===== config.mk =====
export PLATFORM = sky130hd
export DESIGN_NAME = ship_game
export DESIGN_NICKNAME = d
export VERILOG_FILES = /design/src/ship_pkg.sv /design/src/ship_game.sv /design/src/raster_draw.sv /design/src/ship_motion.sv /design/src/make_break_filter.sv /design/src/ps2_rx.sv
export SDC_FILE = /design/constraint.sdc
export NUM_CORES = 1
export LEC_CHECK = 0
export BUFFER_PORTS_ARGS = -buffer_cell sky130_fd_sc_hd__buf_2
export CORE_MARGIN = 2
export CORE_UTILIZATION = 40
export DETAILED_ROUTE_END_ITERATION = 8
export PLACE_DENSITY = 0.55
export REMOVE_ABC_BUFFERS = 1
export SYNTH_ARGS = -nofsm -noshare
export SYNTH_HDL_FRONTEND = slang
export SYNTH_SLANG_ARGS = --single-unit

===== constraint.sdc =====
create_clock -name clock -period 3.15 [get_ports clock]
set_clock_uncertainty 0.05 [all_clocks]
set_input_delay 0.4725 -clock clock [delete_from_list [all_inputs] [get_ports clock]]
set_output_delay 0.4725 -clock clock [all_outputs]
set_load 0.01 [all_outputs]

===== src/ship_pkg.sv =====
// ship game shared definitions
package ship_pkg;

	// screen geometry
	localparam int screen_w = 160; // pixels per row
	localparam int screen_h = 120; // rows per frame

	// coordinates and payload widths
	typedef logic [7:0] x_t;         // column, 0 to 159
	typedef logic [6:0] y_t;         // row, 0 to 119
	typedef logic [7:0] scan_code_t; // one ps2 byte
	typedef logic [2:0] colour_t;    // r, g, b one bit each

	localparam colour_t colour_white = 3'b111; // ship
	localparam colour_t colour_black = 3'b000; // background

	// keyboard sends f0 ahead of the code of a released key
	localparam scan_code_t code_break = 8'hf0;

	// wasd make codes
	localparam scan_code_t code_a = 8'h1c;
	localparam scan_code_t code_d = 8'h23;
	localparam scan_code_t code_s = 8'h1b;
	localparam scan_code_t code_w = 8'h1d;

	// arrow keys, extended set
	// the e0 prefix in front of them decodes as an unknown code
	localparam scan_code_t code_up    = 8'h75;
	localparam scan_code_t code_left  = 8'h6b;
	localparam scan_code_t code_down  = 8'h72;
	localparam scan_code_t code_right = 8'h74;

	// one-pixel step requested by a key
	typedef enum logic [2:0]
	{
		move_none,  // unknown key
		move_left,  // x - 1
		move_right, // x + 1
		move_up,    // y - 1, row 0 is the top
		move_down   // y + 1
	} move_t;

endpackage

===== src/ship_game.sv =====
// keyboard driven ship game top
`timescale 1ns/1ps

module ship_game #(
	parameter int           FILTER_LEN = 8,     // keyboard clock filter depth
	parameter ship_pkg::x_t START_X    = 8'd80, // reset column
	parameter ship_pkg::y_t START_Y    = 7'd60  // reset row
) (
	input  logic              clock,
	input  logic              reset,
	input  logic              ps2_clk,
	input  logic              ps2_data,
	output ship_pkg::x_t      pixel_x,
	output ship_pkg::y_t      pixel_y,
	output ship_pkg::colour_t colour,
	output logic              plot
);

	ship_pkg::scan_code_t rx_code;   // every received byte
	logic                 rx_done;
	ship_pkg::scan_code_t key_code;  // make codes only
	logic                 key_valid;
	ship_pkg::x_t         ship_x;    // current ship position
	ship_pkg::y_t         ship_y;

	ps2_rx #(.FILTER_LEN(FILTER_LEN)) ps2_rx_inst (
		.clock    (clock),
		.reset    (reset),
		.ps2_clk  (ps2_clk),
		.ps2_data (ps2_data),
		.rx_code  (rx_code),
		.rx_done  (rx_done)
	);

	make_break_filter make_break_filter_inst (
		.clock     (clock),
		.reset     (reset),
		.rx_code   (rx_code),
		.rx_done   (rx_done),
		.key_code  (key_code),
		.key_valid (key_valid)
	);

	ship_motion #(.START_X(START_X), .START_Y(START_Y)) ship_motion_inst (
		.clock     (clock),
		.reset     (reset),
		.key_code  (key_code),
		.key_valid (key_valid),
		.ship_x    (ship_x),
		.ship_y    (ship_y)
	);

	raster_draw raster_draw_inst (
		.clock   (clock),
		.reset   (reset),
		.ship_x  (ship_x),
		.ship_y  (ship_y),
		.pixel_x (pixel_x),
		.pixel_y (pixel_y),
		.colour  (colour),
		.plot    (plot)
	);

endmodule


===== src/raster_draw.sv =====
// raster scan pixel writer
`timescale 1ns/1ps

module raster_draw (
	input  logic              clock,
	input  logic              reset,
	input  ship_pkg::x_t      ship_x,
	input  ship_pkg::y_t      ship_y,
	output ship_pkg::x_t      pixel_x, // pixel being written
	output ship_pkg::y_t      pixel_y,
	output ship_pkg::colour_t colour,  // colour of that pixel
	output logic              plot     // write strobe, high after reset
);

	localparam ship_pkg::x_t x_last = ship_pkg::x_t'(ship_pkg::screen_w - 1);
	localparam ship_pkg::y_t y_last = ship_pkg::y_t'(ship_pkg::screen_h - 1);

	ship_pkg::x_t scan_x; // row-major counter
	ship_pkg::y_t scan_y;

	// walk every pixel, wrap at the last column and last row
	always_ff @(posedge clock or posedge reset)
	begin
		if (reset)
		begin
			scan_x <= '0;
			scan_y <= '0;
		end
		else if (scan_x == x_last)
		begin
			scan_x <= '0;
			if (scan_y == y_last)
				scan_y <= '0; // next frame
			else
				scan_y <= scan_y + 1'b1;
		end
		else
			scan_x <= scan_x + 1'b1;
	end

	// coordinates and colour registered together
	always_ff @(posedge clock or posedge reset)
	begin
		if (reset)
		begin
			pixel_x <= '0;
			pixel_y <= '0;
			colour  <= ship_pkg::colour_black;
			plot    <= 1'b0;
		end
		else
		begin
			pixel_x <= scan_x;
			pixel_y <= scan_y;
			if (scan_x == ship_x && scan_y == ship_y)
				colour <= ship_pkg::colour_white; // ship pixel
			else
				colour <= ship_pkg::colour_black;
			plot <= 1'b1; // every pixel is written
		end
	end

	a_in_bounds: assert property (@(posedge clock) disable iff (reset)
		plot |-> pixel_x < ship_pkg::screen_w && pixel_y < ship_pkg::screen_h)
		else $error("pixel off screen at %0d,%0d", pixel_x, pixel_y);

endmodule


===== src/ship_motion.sv =====
// ship position from key presses
`timescale 1ns/1ps

module ship_motion #(
	parameter ship_pkg::x_t START_X = 8'd80, // column after reset
	parameter ship_pkg::y_t START_Y = 7'd60  // row after reset
) (
	input  logic                 clock,
	input  logic                 reset,
	input  ship_pkg::scan_code_t key_code,
	input  logic                 key_valid, // one move per strobe
	output ship_pkg::x_t         ship_x,
	output ship_pkg::y_t         ship_y
);

	localparam ship_pkg::x_t x_max = ship_pkg::x_t'(ship_pkg::screen_w - 1); // 159
	localparam ship_pkg::y_t y_max = ship_pkg::y_t'(ship_pkg::screen_h - 1); // 119

	ship_pkg::move_t move; // decoded key

	// wasd and arrows share a move
	always_comb
	begin
		case (key_code)
			ship_pkg::code_a, ship_pkg::code_left:
				move = ship_pkg::move_left;
			ship_pkg::code_d, ship_pkg::code_right:
				move = ship_pkg::move_right;
			ship_pkg::code_w, ship_pkg::code_up:
				move = ship_pkg::move_up;
			ship_pkg::code_s, ship_pkg::code_down:
				move = ship_pkg::move_down;
			default:
				move = ship_pkg::move_none; // space, e0, anything else
		endcase
	end

	// step one pixel, clamp at the edges
	always_ff @(posedge clock or posedge reset)
	begin
		if (reset)
		begin
			ship_x <= START_X;
			ship_y <= START_Y;
		end
		else if (key_valid)
		begin
			case (move)
				ship_pkg::move_left:
					if (ship_x != '0)
						ship_x <= ship_x - 1'b1;
				ship_pkg::move_right:
					if (ship_x < x_max)
						ship_x <= ship_x + 1'b1;
				ship_pkg::move_up:
					if (ship_y != '0) // top row is 0
						ship_y <= ship_y - 1'b1;
				ship_pkg::move_down:
					if (ship_y < y_max)
						ship_y <= ship_y + 1'b1;
				default:
				begin
					ship_x <= ship_x; // unknown key, stay
					ship_y <= ship_y;
				end
			endcase
		end
	end

	// clamp keeps the ship on the visible screen
	a_on_screen: assert property (@(posedge clock) disable iff (reset)
		ship_x < ship_pkg::screen_w && ship_y < ship_pkg::screen_h)
		else $error("ship off screen at %0d,%0d", ship_x, ship_y);

endmodule


===== src/make_break_filter.sv =====
// make/break scan code filter
`timescale 1ns/1ps

module make_break_filter (
	input  logic                 clock,
	input  logic                 reset,
	input  ship_pkg::scan_code_t rx_code,   // byte from receiver
	input  logic                 rx_done,   // byte strobe
	output ship_pkg::scan_code_t key_code,  // make code only
	output logic                 key_valid  // one cycle after rx_done
);

	typedef enum logic
	{
		st_pass, // forward make codes
		st_skip  // drop the byte after f0
	} state_t;

	state_t state;
	logic forward; // this byte goes out as a key

	// break prefix itself never goes out
	assign forward = rx_done && (state == st_pass) && (rx_code != ship_pkg::code_break);

	always_ff @(posedge clock or posedge reset)
	begin
		if (reset)
		begin
			state     <= st_pass;
			key_valid <= 1'b0;
		end
		else
		begin
			key_valid <= forward; // strobe, one clock late
			if (rx_done)
			begin
				case (state)
					st_pass:
						if (rx_code == ship_pkg::code_break)
							state <= st_skip; // release follows
					st_skip:
						state <= st_pass; // released key consumed
				endcase
			end
		end
	end

	// code register, only loaded with a forwarded byte
	always_ff @(posedge clock)
	begin
		if (forward)
			key_code <= rx_code;
	end

	// every key strobe comes from a received byte one cycle earlier
	a_no_break_out: assert property (@(posedge clock) disable iff (reset)
		key_valid |-> $past(rx_done) && key_code != ship_pkg::code_break)
		else $error("key_valid with break code or without a received byte");

endmodule


===== src/ps2_rx.sv =====
// ps2 keyboard frame receiver
`timescale 1ns/1ps

module ps2_rx #(
	parameter int FILTER_LEN = 8 // keyboard clock samples that must agree
) (
	input  logic                 clock,
	input  logic                 reset,
	input  logic                 ps2_clk,  // raw keyboard clock
	input  logic                 ps2_data, // raw keyboard data
	output ship_pkg::scan_code_t rx_code,  // data bits of the last frame
	output logic                 rx_done   // one cycle, frame complete
);

	typedef enum logic
	{
		st_idle,      // waiting for start bit edge
		st_receiving  // shifting data, parity, stop
	} state_t;

	state_t state_reg, state_next;
	logic [FILTER_LEN-1:0] filter_reg; // recent ps2_clk samples, newest at msb
	logic clk_level;                   // cleaned keyboard clock
	logic clk_level_next;
	logic fall;                        // falling edge of cleaned clock
	logic [3:0] bits_left, bits_left_next; // edges still expected
	logic [10:0] frame_reg, frame_next;    // shifted in lsb first

	// cleaned level flips only once the whole window agrees
	always_comb
	begin
		if (&filter_reg)
			clk_level_next = 1'b1;
		else if (~|filter_reg)
			clk_level_next = 1'b0;
		else
			clk_level_next = clk_level; // mixed samples, hold
	end

	assign fall = clk_level & ~clk_level_next;

	always_ff @(posedge clock or posedge reset)
	begin
		if (reset)
		begin
			filter_reg <= '0;
			clk_level  <= 1'b0; // idle-high clock shows up as a rise, not a fall
		end
		else
		begin
			filter_reg <= {ps2_clk, filter_reg[FILTER_LEN-1:1]};
			clk_level  <= clk_level_next;
		end
	end

	// frame FSM
	always_comb
	begin
		state_next     = state_reg;
		bits_left_next = bits_left;
		frame_next     = frame_reg;
		rx_done        = 1'b0;
		case (state_reg)
			st_idle:
				if (fall) // start bit, not stored
				begin
					bits_left_next = 4'd10; // 8 data + parity + stop
					state_next     = st_receiving;
				end
			st_receiving:
			begin
				if (fall)
				begin
					frame_next     = {ps2_data, frame_reg[10:1]}; // right shift
					bits_left_next = bits_left - 4'd1;
				end
				if (bits_left == 4'd0) // stop bit already in
				begin
					rx_done    = 1'b1;
					state_next = st_idle;
				end
			end
		endcase
	end

	always_ff @(posedge clock or posedge reset)
	begin
		if (reset)
		begin
			state_reg <= st_idle;
			bits_left <= 4'd0;
		end
		else
		begin
			state_reg <= state_next;
			bits_left <= bits_left_next;
		end
	end

	always_ff @(posedge clock)
		frame_reg <= frame_next;

	// after ten shifts data sits in 8:1, parity in 9, stop in 10
	assign rx_code = frame_reg[8:1];

	// done is a strobe, the FSM leaves receiving on the same cycle
	a_done_single: assert property (@(posedge clock) disable iff (reset)
		rx_done |=> !rx_done)
		else $error("rx_done high for two cycles");

endmodule


## After elaboration in Yosys (flattened, before gate mapping)

Cells that the tools add are included.

| storage, ports and cells | value |
|---|---|
| register bits | 84 |
| word-level logic and storage cells | 93 |
| output and inout port bits | 19 |

| cells by class | value |
|---|---|
| eq/ne operators | 24 |
| add/sub/neg operators | 7 |
| $lt $le $gt $ge | 2 |
| mux-type cells | 22 |
| bitwise logic cells | 4 |
| reductions and logical operators | 18 |

Operator list:

| operator | number |
|---|---|
| == test 8 x 7 -> 1 bit, second input constant | 4 |
| == test 8 x 5 -> 1 bit, second input constant | 3 |
| 2-to-1 mux 8 bit | 3 |
| 2-to-1 mux 7 bit | 3 |
| adder 8 x 1 -> 8 bit, second input constant | 2 |
| == test 8 bit, second input constant | 2 |
| one-hot mux 8 bit (2 select lines) | 1 |
| adder 7 x 1 -> 7 bit, second input constant | 2 |
| one-hot mux 7 bit (2 select lines) | 1 |
| one-hot mux 3 bit (4 select lines) | 1 |
| inequality test 2 x 1 -> 1 bit, second input constant | 5 |
| == test 8 x 6 -> 1 bit, second input constant | 1 |
| == test 8 bit | 1 |
| < comparator 8 bit, second input constant | 1 |
| 2-to-1 mux 4 bit | 2 |
| inequality test 8 bit, second input constant | 1 |
| one-hot mux 4 bit (2 select lines) | 1 |
| AND reduction 4 bit | 2 |
| AND reduction 8 bit | 1 |
| nonzero test 8 bit | 1 |
| OR reduction 2 bit | 4 |
| OR reduction 8 bit | 1 |
| subtractor 8 x 1 -> 8 bit, second input constant | 1 |
| == test 7 bit | 1 |
| other kinds (18) | 32 |

## Logic depth before layout (Yosys ltp)

Gate-level depths: netlist of run 1.

| logic depth | value |
|---|---|
| word-level depth | 7 |
| mapped depth | 10 |
| depth with buffers taken out | 10 |

## Modules after synthesis

From an unflattened synthesis of run 1, not the netlist that was laid out.

| unflattened totals | value |
|---|---|
| cells, all modules | 321 |
| area, all modules | 3887.5 um^2 |

Modules (own cells, without submodules):

| module | cells each | seq. area each (um^2) | times used | area each (um^2) |
|---|---|---|---|---|
| raster_draw | 108 | 800.8 | 1 | 1323.8 |
| ship_motion | 136 | 382.9 | 1 | 1286.2 |
| ps2_rx | 60 | 650.6 | 1 | 925.9 |
| make_break_filter | 17 | 290.3 | 1 | 351.6 |

## Worst setup path after synthesis of run 1

OpenSTA, ideal clock, no wires.

| timing path | value |
|---|---|
| path kind | reg2reg |
| start point | register make_break_filter_inst.key_code[7] |
| end point | register ship_motion_inst.ship_x[7] |
| setup slack | 330 ps |
| stages on the path, launching flop included | 11 |
| setup time | 96 ps |
| arrival time | 2675 ps |
| path buffers | 0 |
| clock period less this slack | 2820 ps |
| cell sequence | edfxtp_1 > and4bb_1 > a32o_1 > nand3b_4 > ha_1 > and3_1 > a221o_1 > o41a_1 > nor3b_1 > o211a_1 > nor4_2 |

| on the way | value |
|---|---|
| cells in the longest elaborated chain, start to end | 6 |
| elaborated cells on any way between the ends | 20 |
| classes of those cells | 12 x eq/ne; 2 x mux; 6 x reduce/logical |

RTL lines:

| element | line | source |
|---|---|---|
| start: declaration | make_break_filter.sv:9 | `output ship_pkg::scan_code_t key_code,` |
| start signal: assignment | make_break_filter.sv:52 | `key_code <= rx_code;` |
| == test 8 x 5 -> 1 bit, or another cell as far along | ship_motion.sv:24 | `case (key_code)` |
| OR reduction 2 bit | ship_motion.sv:24 |  |
| one-hot mux 3 bit (4 select lines) * | ship_motion.sv:24 |  |
| == test 3 x 2 -> 1 bit or == test 3 x 1 -> 1 bit (tied branches) | ship_motion.sv:48 | `case (move)` |
| inequality test 2 x 1 -> 1 bit (no line) or nonzero test 2 bit (tied branches) | n/a |  |
| AND reduction 4 bit (no line) | n/a |  |
| end signal: assignment | ship_motion.sv:51 | `ship_x <= ship_x - 1'b1;` |
| end signal: assignment | ship_motion.sv:54 | `ship_x <= ship_x + 1'b1;` |
| end signal: assignment | ship_motion.sv:63 | `ship_x <= ship_x;` |
| end: declaration | ship_motion.sv:12 | `output ship_pkg::x_t ship_x,` |

Every way passes the cells marked *; elsewhere a longest branch is shown, timed or not.
A chain may end at the register's enable or synchronous reset.

## Worst setup path in the final report of run 1

Same ends and word-level chain as after synthesis.

==> impl_metrics.ini, run 1 <==
[status]
outcome = complete, no violations

[synth]
netlist_area_um2 = 3720
synth_top_area_frac = 0.383
yosysTopAreaCell = dfrtp_1
netlist_instances = 305
synth.avg_cell_area_um2 = 12.2
yosysMostFrequentCell = dfrtp_1
synth_mux_area_frac = 0.0212
yosys_warnings = 0
yosys.area_share.xor_xnor = 0.0800
ys_types = 60
yosys-top-cells-count = dfrtp_1 (57), xnor2_1 (26), edfxtp_1 (18)
ys_top_cells_by_area = dfrtp_1 (38%), edfxtp_1 (15%), xnor2_1 (6.1%)
synth-main-ff-cell = dfrtp_1
yosysSeqAreaShare = 0.571
synth-compound-area-share = 0.101
synthAdderAreaFrac = 0.0578
async_flop_share = 0.778
yosys.area_share.simple = 0.145
synth_edf_count = 18
synth_top_family_by_area = simple AND/OR/NAND/NOR gates
ys_ff_latch = 81

[layout]
fill_cells = 838
largest_reg_flops = 10
fin_nets = 356
num_antenna_cells = 0
syn2layout_area_growth_pct = 12.9
stdcell_count = 452
multi_input_area_um2 = 1520
register_area_um2 = 2120
final_cell_area_um2 = 4200
drive_above_1_share = 0.182

[cts]
cts-root-buf = clkbuf_8
htree_levels = 3
path_clk_slew_ns = 0.08
cts.sinks = 81
postCtsHoldBufs = 0
insertion_delay_ns = 0.35
cts_buffer_depth = 2
cts_buffers = 9
cts_tree = built

[setup_path]
cp_data_arrival_time_ns = 3.22
ff2ff_setup_slack_ns = 0.15
critPathMaxStageDelay_ns = 0.40
r2r_cells = 10
crit_path_max_fanout = 11
r2r-start = make_break_filter_inst.key_code[7]
worstSetupPathType = reg2reg
cp-end-kind = register
cp_cell_sequence = and4bb_1, a32o_1, nand3b_4, ha_1, and3_1, a221o_1, o41a_1, nor3b_1, o211a_1, nor4_2
regToRegEndpoint = ship_motion_inst.ship_x[7]
slowest_stage = edfxtp_1
cp-start-kind = register
worstPathRequired_ns = 3.37

[place]
io_buffers = 22
place_congestion = 0.784
hpwl_mm = 4.31
pre_cts_slack_ns = 0.174
dp_cells = 433
placed_cell_area_um2 = 3950

[grt]
grt_pass1_wl_mm = 11.0
grt_pass1_vias = 2237
grt_max_degree = 23
antenna_found_initial = 0
grt.overflow.total = 0
grt_usage = 0.141

[floorplanning]
rows = 35
die_area_um2 = 10100
initial_core_util = 0.407
io_pins = 23
core-area_um2 = 9150
die_h_um = 100
die_w_um = 100

[job]
maxCapViolations = 0

[timing]
rsz0062_at_grt = false
max_slew_margin = 0.608
setup_viol = 0
setup_ws_ns = 0.146
fmax_mhz = 333
tns_ns = 0
post-route-min-period_ns = 3.00
tightest_slew_ns = 0.586
hold_viol_final = 0
final_max_slew_viol_count = 0
finalCritPeriodShare = 0.954

[routing]
drtPass1Iterations = 4
drcViolationCount = 0
wl_per_cell_um = 13.9
drtAntennaViolNets = 0
drtIter0Drc = 77
vias = 2353
viasPerCell = 5.21
wirelength_mm = 6.27

[power]
total_leakage_power_uw = 0.00189
ir_drop_mv = 0.261
power_uw = 2120
power.density_nw_per_um2 = 505

[hold_path]
hp-class = in2async
-- cell type report --
cell class                      count  share of cell area
Sequential cell                    81               0.506
Timing Repair Buffer               28              0.0369
Multi-Input combinational cell    206               0.363
Inverter                           10             0.00893
Clock inverter                      5              0.0140
Clock buffer                       11              0.0387
Tap cell                          111              0.0331
-- worst max-delay path by stage --
| stage | startpoint | to | cells after the start |
|---|---|---|---|
| final | make_break_filter_inst.key_code[7] | ship_motion_inst.ship_x[7] | 10 |
| after CTS | make_break_filter_inst.key_code[7] | ship_motion_inst.ship_x[7] | 10 |
| after detailed placement | make_break_filter_inst.key_code[7] | ship_motion_inst.ship_x[7] | 10 |
| after global placement | make_break_filter_inst.key_code[7] | ship_motion_inst.ship_x[7] | 10 |
| after global routing | make_break_filter_inst.key_code[7] | ship_motion_inst.ship_x[7] | 10 |
| after floorplan | make_break_filter_inst.key_code[7] | ship_motion_inst.ship_x[7] | 10 |
-- power breakdown --
part	total [µW]	leakage, µW	switching (µW)	internal, µW
clock	828	0.000115	388	439
sequential	1140	0.000973	34.2	1100
combinational	158	0.000797	82.9	75.2
total	2120	0.00189	506	1620
-- routing by layer --
| metal | vias to the layer above | wire (µm) | global-route usage |
|---|---|---|---|
| met5 | - | 0 | 0 |
| met4 | 0 | 74 | 0.0738 |
| met3 | 5 | 210 | 0.0326 |
| met2 | 32 | 2890 | 0.208 |
| met1 | 1132 | 3100 | 0.194 |
| li1 | 1184 | - | - |
-- kinds of logic (layout without fill, tap and decap cells) --
family / count (synthesis) / in the layout
xor gates and xnor gates: 34 / 34
other: 1 / 1
buffers and inverters: 18 / 54
AOI/OAI and AO/OA: 57 / 57
and+or+nand+nor: 91 / 91
adders and majority gates: 16 / 16
DFF: 81 / 81
muxes: 7 / 7
-- cells in the final DEF, fill, tap and decap left out, types with 2 or more instances in the layout --
cell type  Yosys  routed
buf_4          2       6
xor2_1         8       8
and3_1         4       4
nor2_1        16      16
nor4b_1        2       2
nand3_1        6       6
nor2b_1        2       2
nor3b_1        4       4
and4_1         2       2
edfxtp_1      18      18
and4bb_1       3       3
nor4_1         5       5
fa_1           2       2
nand2b_1       2       2
xnor2_1       26      26
a31oi_1        5       5
dfrtp_1       57      57
mux2_1         6       6
nand4_1        9       9
a21oi_1       13      13
inv_1         10       9
o21ai_0       16      16
dfstp_2        6       6
a211oi_1       2       2
ha_1          14      13
nand2_1       17      17
nor3_1         8       8
buf_2          1      22
a21o_1         4       4
o21bai_1       3       3
clkbuf_8       0      10
-- critical path, delay by kind of cell (launching register included) --
family / cells / cell delay (ns)
compound gates: 4 / 1.13
fa+ha+maj: 1 / 0.38
flops: 1 / 0.40
simple gates: 5 / 0.98
-- timing repair --
| action | in CTS | in global routing |
|---|---|---|
| setup endpoints to repair | 0 | 1 |
| buffers inserted | 0 | 3 |
| resized for setup | 0 | 1 |
-- stage by stage --
stage / hold WS [ns] / utilization
after floorplan: 0.304 / -
after global placement: 0.317 / 0.431
after detailed placement: 0.320 / 0.431
after CTS: 0.0565 / 0.455
after global routing: 0.0960 / 0.459
final: 0.0605 / 0.459
No activity file was read; power rests on OpenSTA's default activity.
==> inputs of run 2 (changes only) <==
CORE_MARGIN = default   (was 2)
==> run 2 against run 1 <==
Effect of this change: the run now ends with design-rule violations left; combinational power barely moved; die area down 3.9%; sequential share of layout area is 0.17 points higher; wire length rose by 0.16%; power fell by 5.6%; first-iteration DRC count increased by 34%; largest cell class unchanged; non-clock buffer count unchanged.
==> impl_metrics.ini, run 2 (same netlist as run 1, synthesis figures left out) <==
[status]
outcome = finished, violations left
violations = design-rule violations

[routing]
met1_length_mm = 2.94
dr_wl_met3_um = 192
wl_per_cell_um = 14.0
drcViolationCount = 3
top_layer = met4
vias = 2366
drtAntennaViolNets = 0
viasPerCell = 5.27
drtPass1Iterations = 8
wl_met2_mm = 3.03
drtIter0Drc = 103
wirelength_mm = 6.28

[timing]
tns_ns = 0
tightest_slew_ns = 0.576
setup_viol = 0
finalCritPeriodShare = 0.937
final_max_slew_viol_count = 0
post-route-min-period_ns = 2.95
fin_hold_ws_ns = 0.119
rsz0062_at_grt = false
fmax_mhz = 339
hold_viol_final = 0
max_slew_margin = 0.616

[floorplanning]
rows = 34
die_w_um = 98.5
core-area_um2 = 8850
initial_core_util = 0.421
io_pins = 23
die_area_um2 = 9690
die_h_um = 98.5

[power]
p_clk_frac = 0.355
pwr-share-seq = 0.568
power.density_nw_per_um2 = 478
ir_drop_mv = 0.256
p_int_uw = 1490
p_comb_frac = 0.078
total_leakage_power_uw = 0.00186
power.switching_uw = 513
sw_frac_of_total = 0.256

[cts]
htree_levels = 3
cts.sinks = 81
insertion_delay_ns = 0.35
cts_buffers = 9
cts_buffer_depth = 2
cts-root-buf = clkbuf_8
cts_tree = built
path_clk_slew_ns = 0.09

[layout]
final_common_cell = dfrtp_1
num_antenna_cells = 0
largest_reg_flops = 10
final_cell_mix = dfrtp_1 (57), xnor2_1 (26), buf_2 (22), edfxtp_1 (18), nand2_1 (17)
drive_above_1_share = 0.188
syn2layout_area_growth_pct = 12.5
fin_nets = 356

[setup_path]
crit_path_max_fanout = 8
cp-end-kind = register
cp-start-kind = register
worstSetupPathType = reg2reg
worstPathRequired_ns = 3.37
cp_data_arrival_time_ns = 3.17

[grt]
grt_usage = 0.149
grt_pass1_vias = 2321
grt_max_degree = 29
grt_pass1_wl_mm = 11.2
antenna_found_initial = 0
grt.overflow.total = 0

[place]
io_buffers = 22
place_congestion = 0.832
hpwl_mm = 4.39

[hold_path]
hp-class = in2async

[job]
maxCapViolations = 0
-- run 2: cell types whose count changed in the layout (fill, tap and decap cells not counted) --
cell        previous run  this run
clkinv_2               1         0
clkinvlp_4             0         3
clkbuf_16              1         0
ha_4                   1         3
bufinv_16              1         0
inv_4                  1         0
ha_1                  13        11
inv_6                  1         2
-- run 2: worst paths after layout --
path / end / startpoint / depth (start not counted) / slack (ns)
setup / recovery: ship_motion_inst.ship_x[7] / make_break_filter_inst.key_code[7] / 10 / 0.20
hold / removal: raster_draw_inst.pixel_x[4] / reset / 2 / 0.12
setup reg to reg: ship_motion_inst.ship_x[7] / make_break_filter_inst.key_code[7] / 10 / 0.20
hold reg to reg: ps2_rx_inst.filter_reg[4] / ps2_rx_inst.filter_reg[5] / 0 / 0.34
max in group asynchronous: ship_motion_inst.ship_x[4] / reset / 3 / 2.17
min in group clock: ps2_rx_inst.filter_reg[7] / ps2_clk / 1 / 0.17
-- run 2: through the flow --
step / cells / util / total power, µW / setup WS (ns) / instance area, µm²
CTS: 446 / 0.466 / 2030 / 0.0846 / 4130
global route: 449 / 0.473 / 2110 / 0.0142 / 4190
detailed placement: 430 / 0.445 / 1310 / 0.114 / 3940
global placement: 430 / 0.445 / 1310 / 0.206 / 3940
floorplan: 297 / - / 1270 / 0.330 / 3670
finish: 449 / 0.473 / 2000 / 0.199 / 4190
-- run 2: final cells by class --
cell class	instances	area [µm²]
Fill cell	783	4660
Sequential cell	81	2120
Multi-Input combinational cell	206	1550
Timing Repair Buffer	28	155
Clock buffer	10	138
Tap cell	108	135
Clock inverter	6	48.8
Inverter	10	37.5
-- run 2: power by group through the flow --
stage               sequential, µW  combinational (µW)  clock (µW)
floorplan                     1150                 124           0
global placement              1160                 152           0
detailed placement            1160                 155           0
CTS                           1140                 156         741
global route                  1140                 180         782
finish                        1140                 156         710
-- run 2: timing repair --
item / 4_1_cts / 5_1_grt
buffers inserted: 0 / 3
endpoints found under the hold margin: 0 / 0
endpoints found under the setup margin: 0 / 1
hold buffers: 0 / 0
resized for setup: 0 / 3
-- run 2: routing by layer --
| layer | GRT usage | vias to the layer above |
|---|---|---|
| met5 | 0 | - |
| met4 | 0.0769 | 0 |
| met3 | 0.0348 | 10 |
| met2 | 0.237 | 33 |
| met1 | 0.191 | 1152 |
| li1 | - | 1171 |
-- run 2: critical path: stages (launching register included) --
cell	delay [ns]
edfxtp_1	0.41
and4bb_1	0.33
a32o_1	0.24
nand3b_4	0.17
ha_1	0.31
a21o_1	0.19
a221o_1	0.32
o41a_1	0.36
nor3b_1	0.16
o211a_1	0.21
nor4_2	0.12
==> inputs of run 3 (changes only) <==
clock period = 3.5 ns   (was 3.15 ns; I/O delays follow)
==> run 3 against run 2 <==
Effect of this change: the run still ends with design-rule violations left; largest cell class unchanged; clock power grew 12%; wire length shrank 0.91%; maximum frequency decreased by 2.1%; largest power group unchanged; sequential power decreased by 11%.
==> impl_metrics.ini, run 3 (same netlist as run 1, synthesis figures left out) <==
[floorplanning]
initial_core_util = 0.421
io_pins = 23
core-area_um2 = 8850
die_h_um = 98.5
die_area_um2 = 9690
rows = 34
die_w_um = 98.5

[routing]
wl_per_cell_um = 14.0
drtAntennaViolNets = 0
viasPerCell = 5.15
vias = 2296
drcViolationCount = 3
drtIter0Drc = 93
wirelength_mm = 6.22
drtPass1Iterations = 8

[grt]
grt_pass1_vias = 2338
grt_usage = 0.147
grt_max_degree = 25
grt.overflow.total = 0
antenna_found_initial = 0
grt_pass1_wl_mm = 11.2

[power]
p_clk_frac = 0.407
pwr-share-seq = 0.524
power.switching_uw = 448
sw_frac_of_total = 0.229
p_comb_frac = 0.070
total_leakage_power_uw = 0.00187
ir_drop_mv = 0.255
p_int_uw = 1510
power.density_nw_per_um2 = 468

[hold_path]
hp-class = in2async

[timing]
post-route-min-period_ns = 3.01
setup_viol = 0
hold_viol_final = 0
tns_ns = 0
finalCritPeriodShare = 0.861
fmax_mhz = 332
rsz0062_at_grt = false
max_slew_margin = 0.565
tightest_slew_ns = 0.651
final_max_slew_viol_count = 0
fin_hold_ws_ns = 0.0858

[cts]
cts-root-buf = clkbuf_8
postCtsSetupBuffers = 0
cts_buffer_depth = 2
cts_tree = built
insertion_delay_ns = 0.36
htree_levels = 3
postCtsHoldBufs = 0
cts.sinks = 81
cts_buffers = 9
cts_resized = 0
path_clk_slew_ns = 0.10

[layout]
fill_cells = 804
num_antenna_cells = 0
drive_above_1_share = 0.169
largest_reg_flops = 10
fin_nets = 353
final_cell_mix = dfrtp_1 (57), xnor2_1 (26), buf_2 (22), edfxtp_1 (18), nand2_1 (17)
register_area_um2 = 2120
final_common_cell = dfrtp_1
syn2layout_area_growth_pct = 12.3
multi_input_area_um2 = 1510

[setup_path]
regToRegEndpoint = ship_motion_inst.ship_x[7]
r2r_cells = 10
worstPathRequired_ns = 3.73
r2r-start = make_break_filter_inst.key_code[6]
cp_data_arrival_time_ns = 3.24
cp-end-kind = register
cp-start-kind = register
crit_path_max_fanout = 11
ff2ff_setup_slack_ns = 0.49
worstSetupPathType = reg2reg

[place]
place_congestion = 0.762
hpwl_mm = 4.47
io_buffers = 22

[job]
maxCapViolations = 0

[status]
outcome = finished, violations left
violations = design-rule violations
## run 3: changes by cell type in the layout (fill, tap and decap cells not counted)
cell,change
buf_4,-3
ha_1,+3
ha_4,-3
bufinv_16,+2
clkinvlp_4,-2
clkbuf_1,+1
clkbuf_16,+1
clkbuf_8,-1
clkinv_4,-1
## run 3: power groups by stage
stage	logic [µW]	registers (µW)	clock network, µW
floorplan	112	1030	0
global placement	138	1040	0
detailed placement	139	1040	0
CTS	139	1020	829
global route	158	1030	858
finish	137	1020	795
## run 3: area by class of cell
class                   instances  share of cell area
clock inverters                 5              0.0204
clock buffers                  11              0.0365
well taps                     108              0.0323
flip-flops and latches         81               0.508
multi-input cells             206               0.362
inverters                      10             0.00898
repair buffers                 25              0.0317
## run 3: routing by layer
| layer | vias to the layer above | global-route usage | wire (µm) |
|---|---|---|---|
| met1 | 1091 | 0.188 | 2980 |
| met4 | 0 | 0.0620 | 119 |
| met5 | - | 0 | 0 |
| met3 | 11 | 0.0348 | 148 |
| met2 | 24 | 0.243 | 2980 |
| li1 | 1170 | - | - |
## run 3: worst max-delay path, stage by stage (launching register included)
cell and delay, ns:
edfxtp_1 0.50, nor3b_1 0.24, a32o_1 0.21, nand3b_4 0.16, ha_1 0.38, and3_1 0.20
a221o_1 0.33, o41a_1 0.35, nor3b_1 0.16, o211a_1 0.22, nor4_2 0.12
## run 3: per-stage QoR
stage	std cells	utilization	total power, µW	area, µm²	setup WS (ns)
floorplan	297	-	1150	3670	0.680
global placement	430	0.445	1180	3940	0.549
detailed placement	430	0.445	1180	3940	0.471
CTS	446	0.472	1990	4180	0.463
global route	446	0.472	2040	4180	0.212
finish	446	0.472	1950	4180	0.486
## run 3: worst max path at each step
stage,to,depth (start not counted),from,slack (ns)
after detailed placement,ship_motion_inst.ship_x[7],10,make_break_filter_inst.key_code[7],0.47
after global routing,ship_motion_inst.ship_x[7],10,make_break_filter_inst.key_code[6],0.21
final,ship_motion_inst.ship_x[7],10,make_break_filter_inst.key_code[6],0.49
after CTS,ship_motion_inst.ship_x[7],10,make_break_filter_inst.key_code[6],0.46
after global placement,ship_motion_inst.ship_x[7],10,make_break_filter_inst.key_code[7],0.55
after floorplan,ship_motion_inst.ship_x[7],10,make_break_filter_inst.key_code[7],0.68
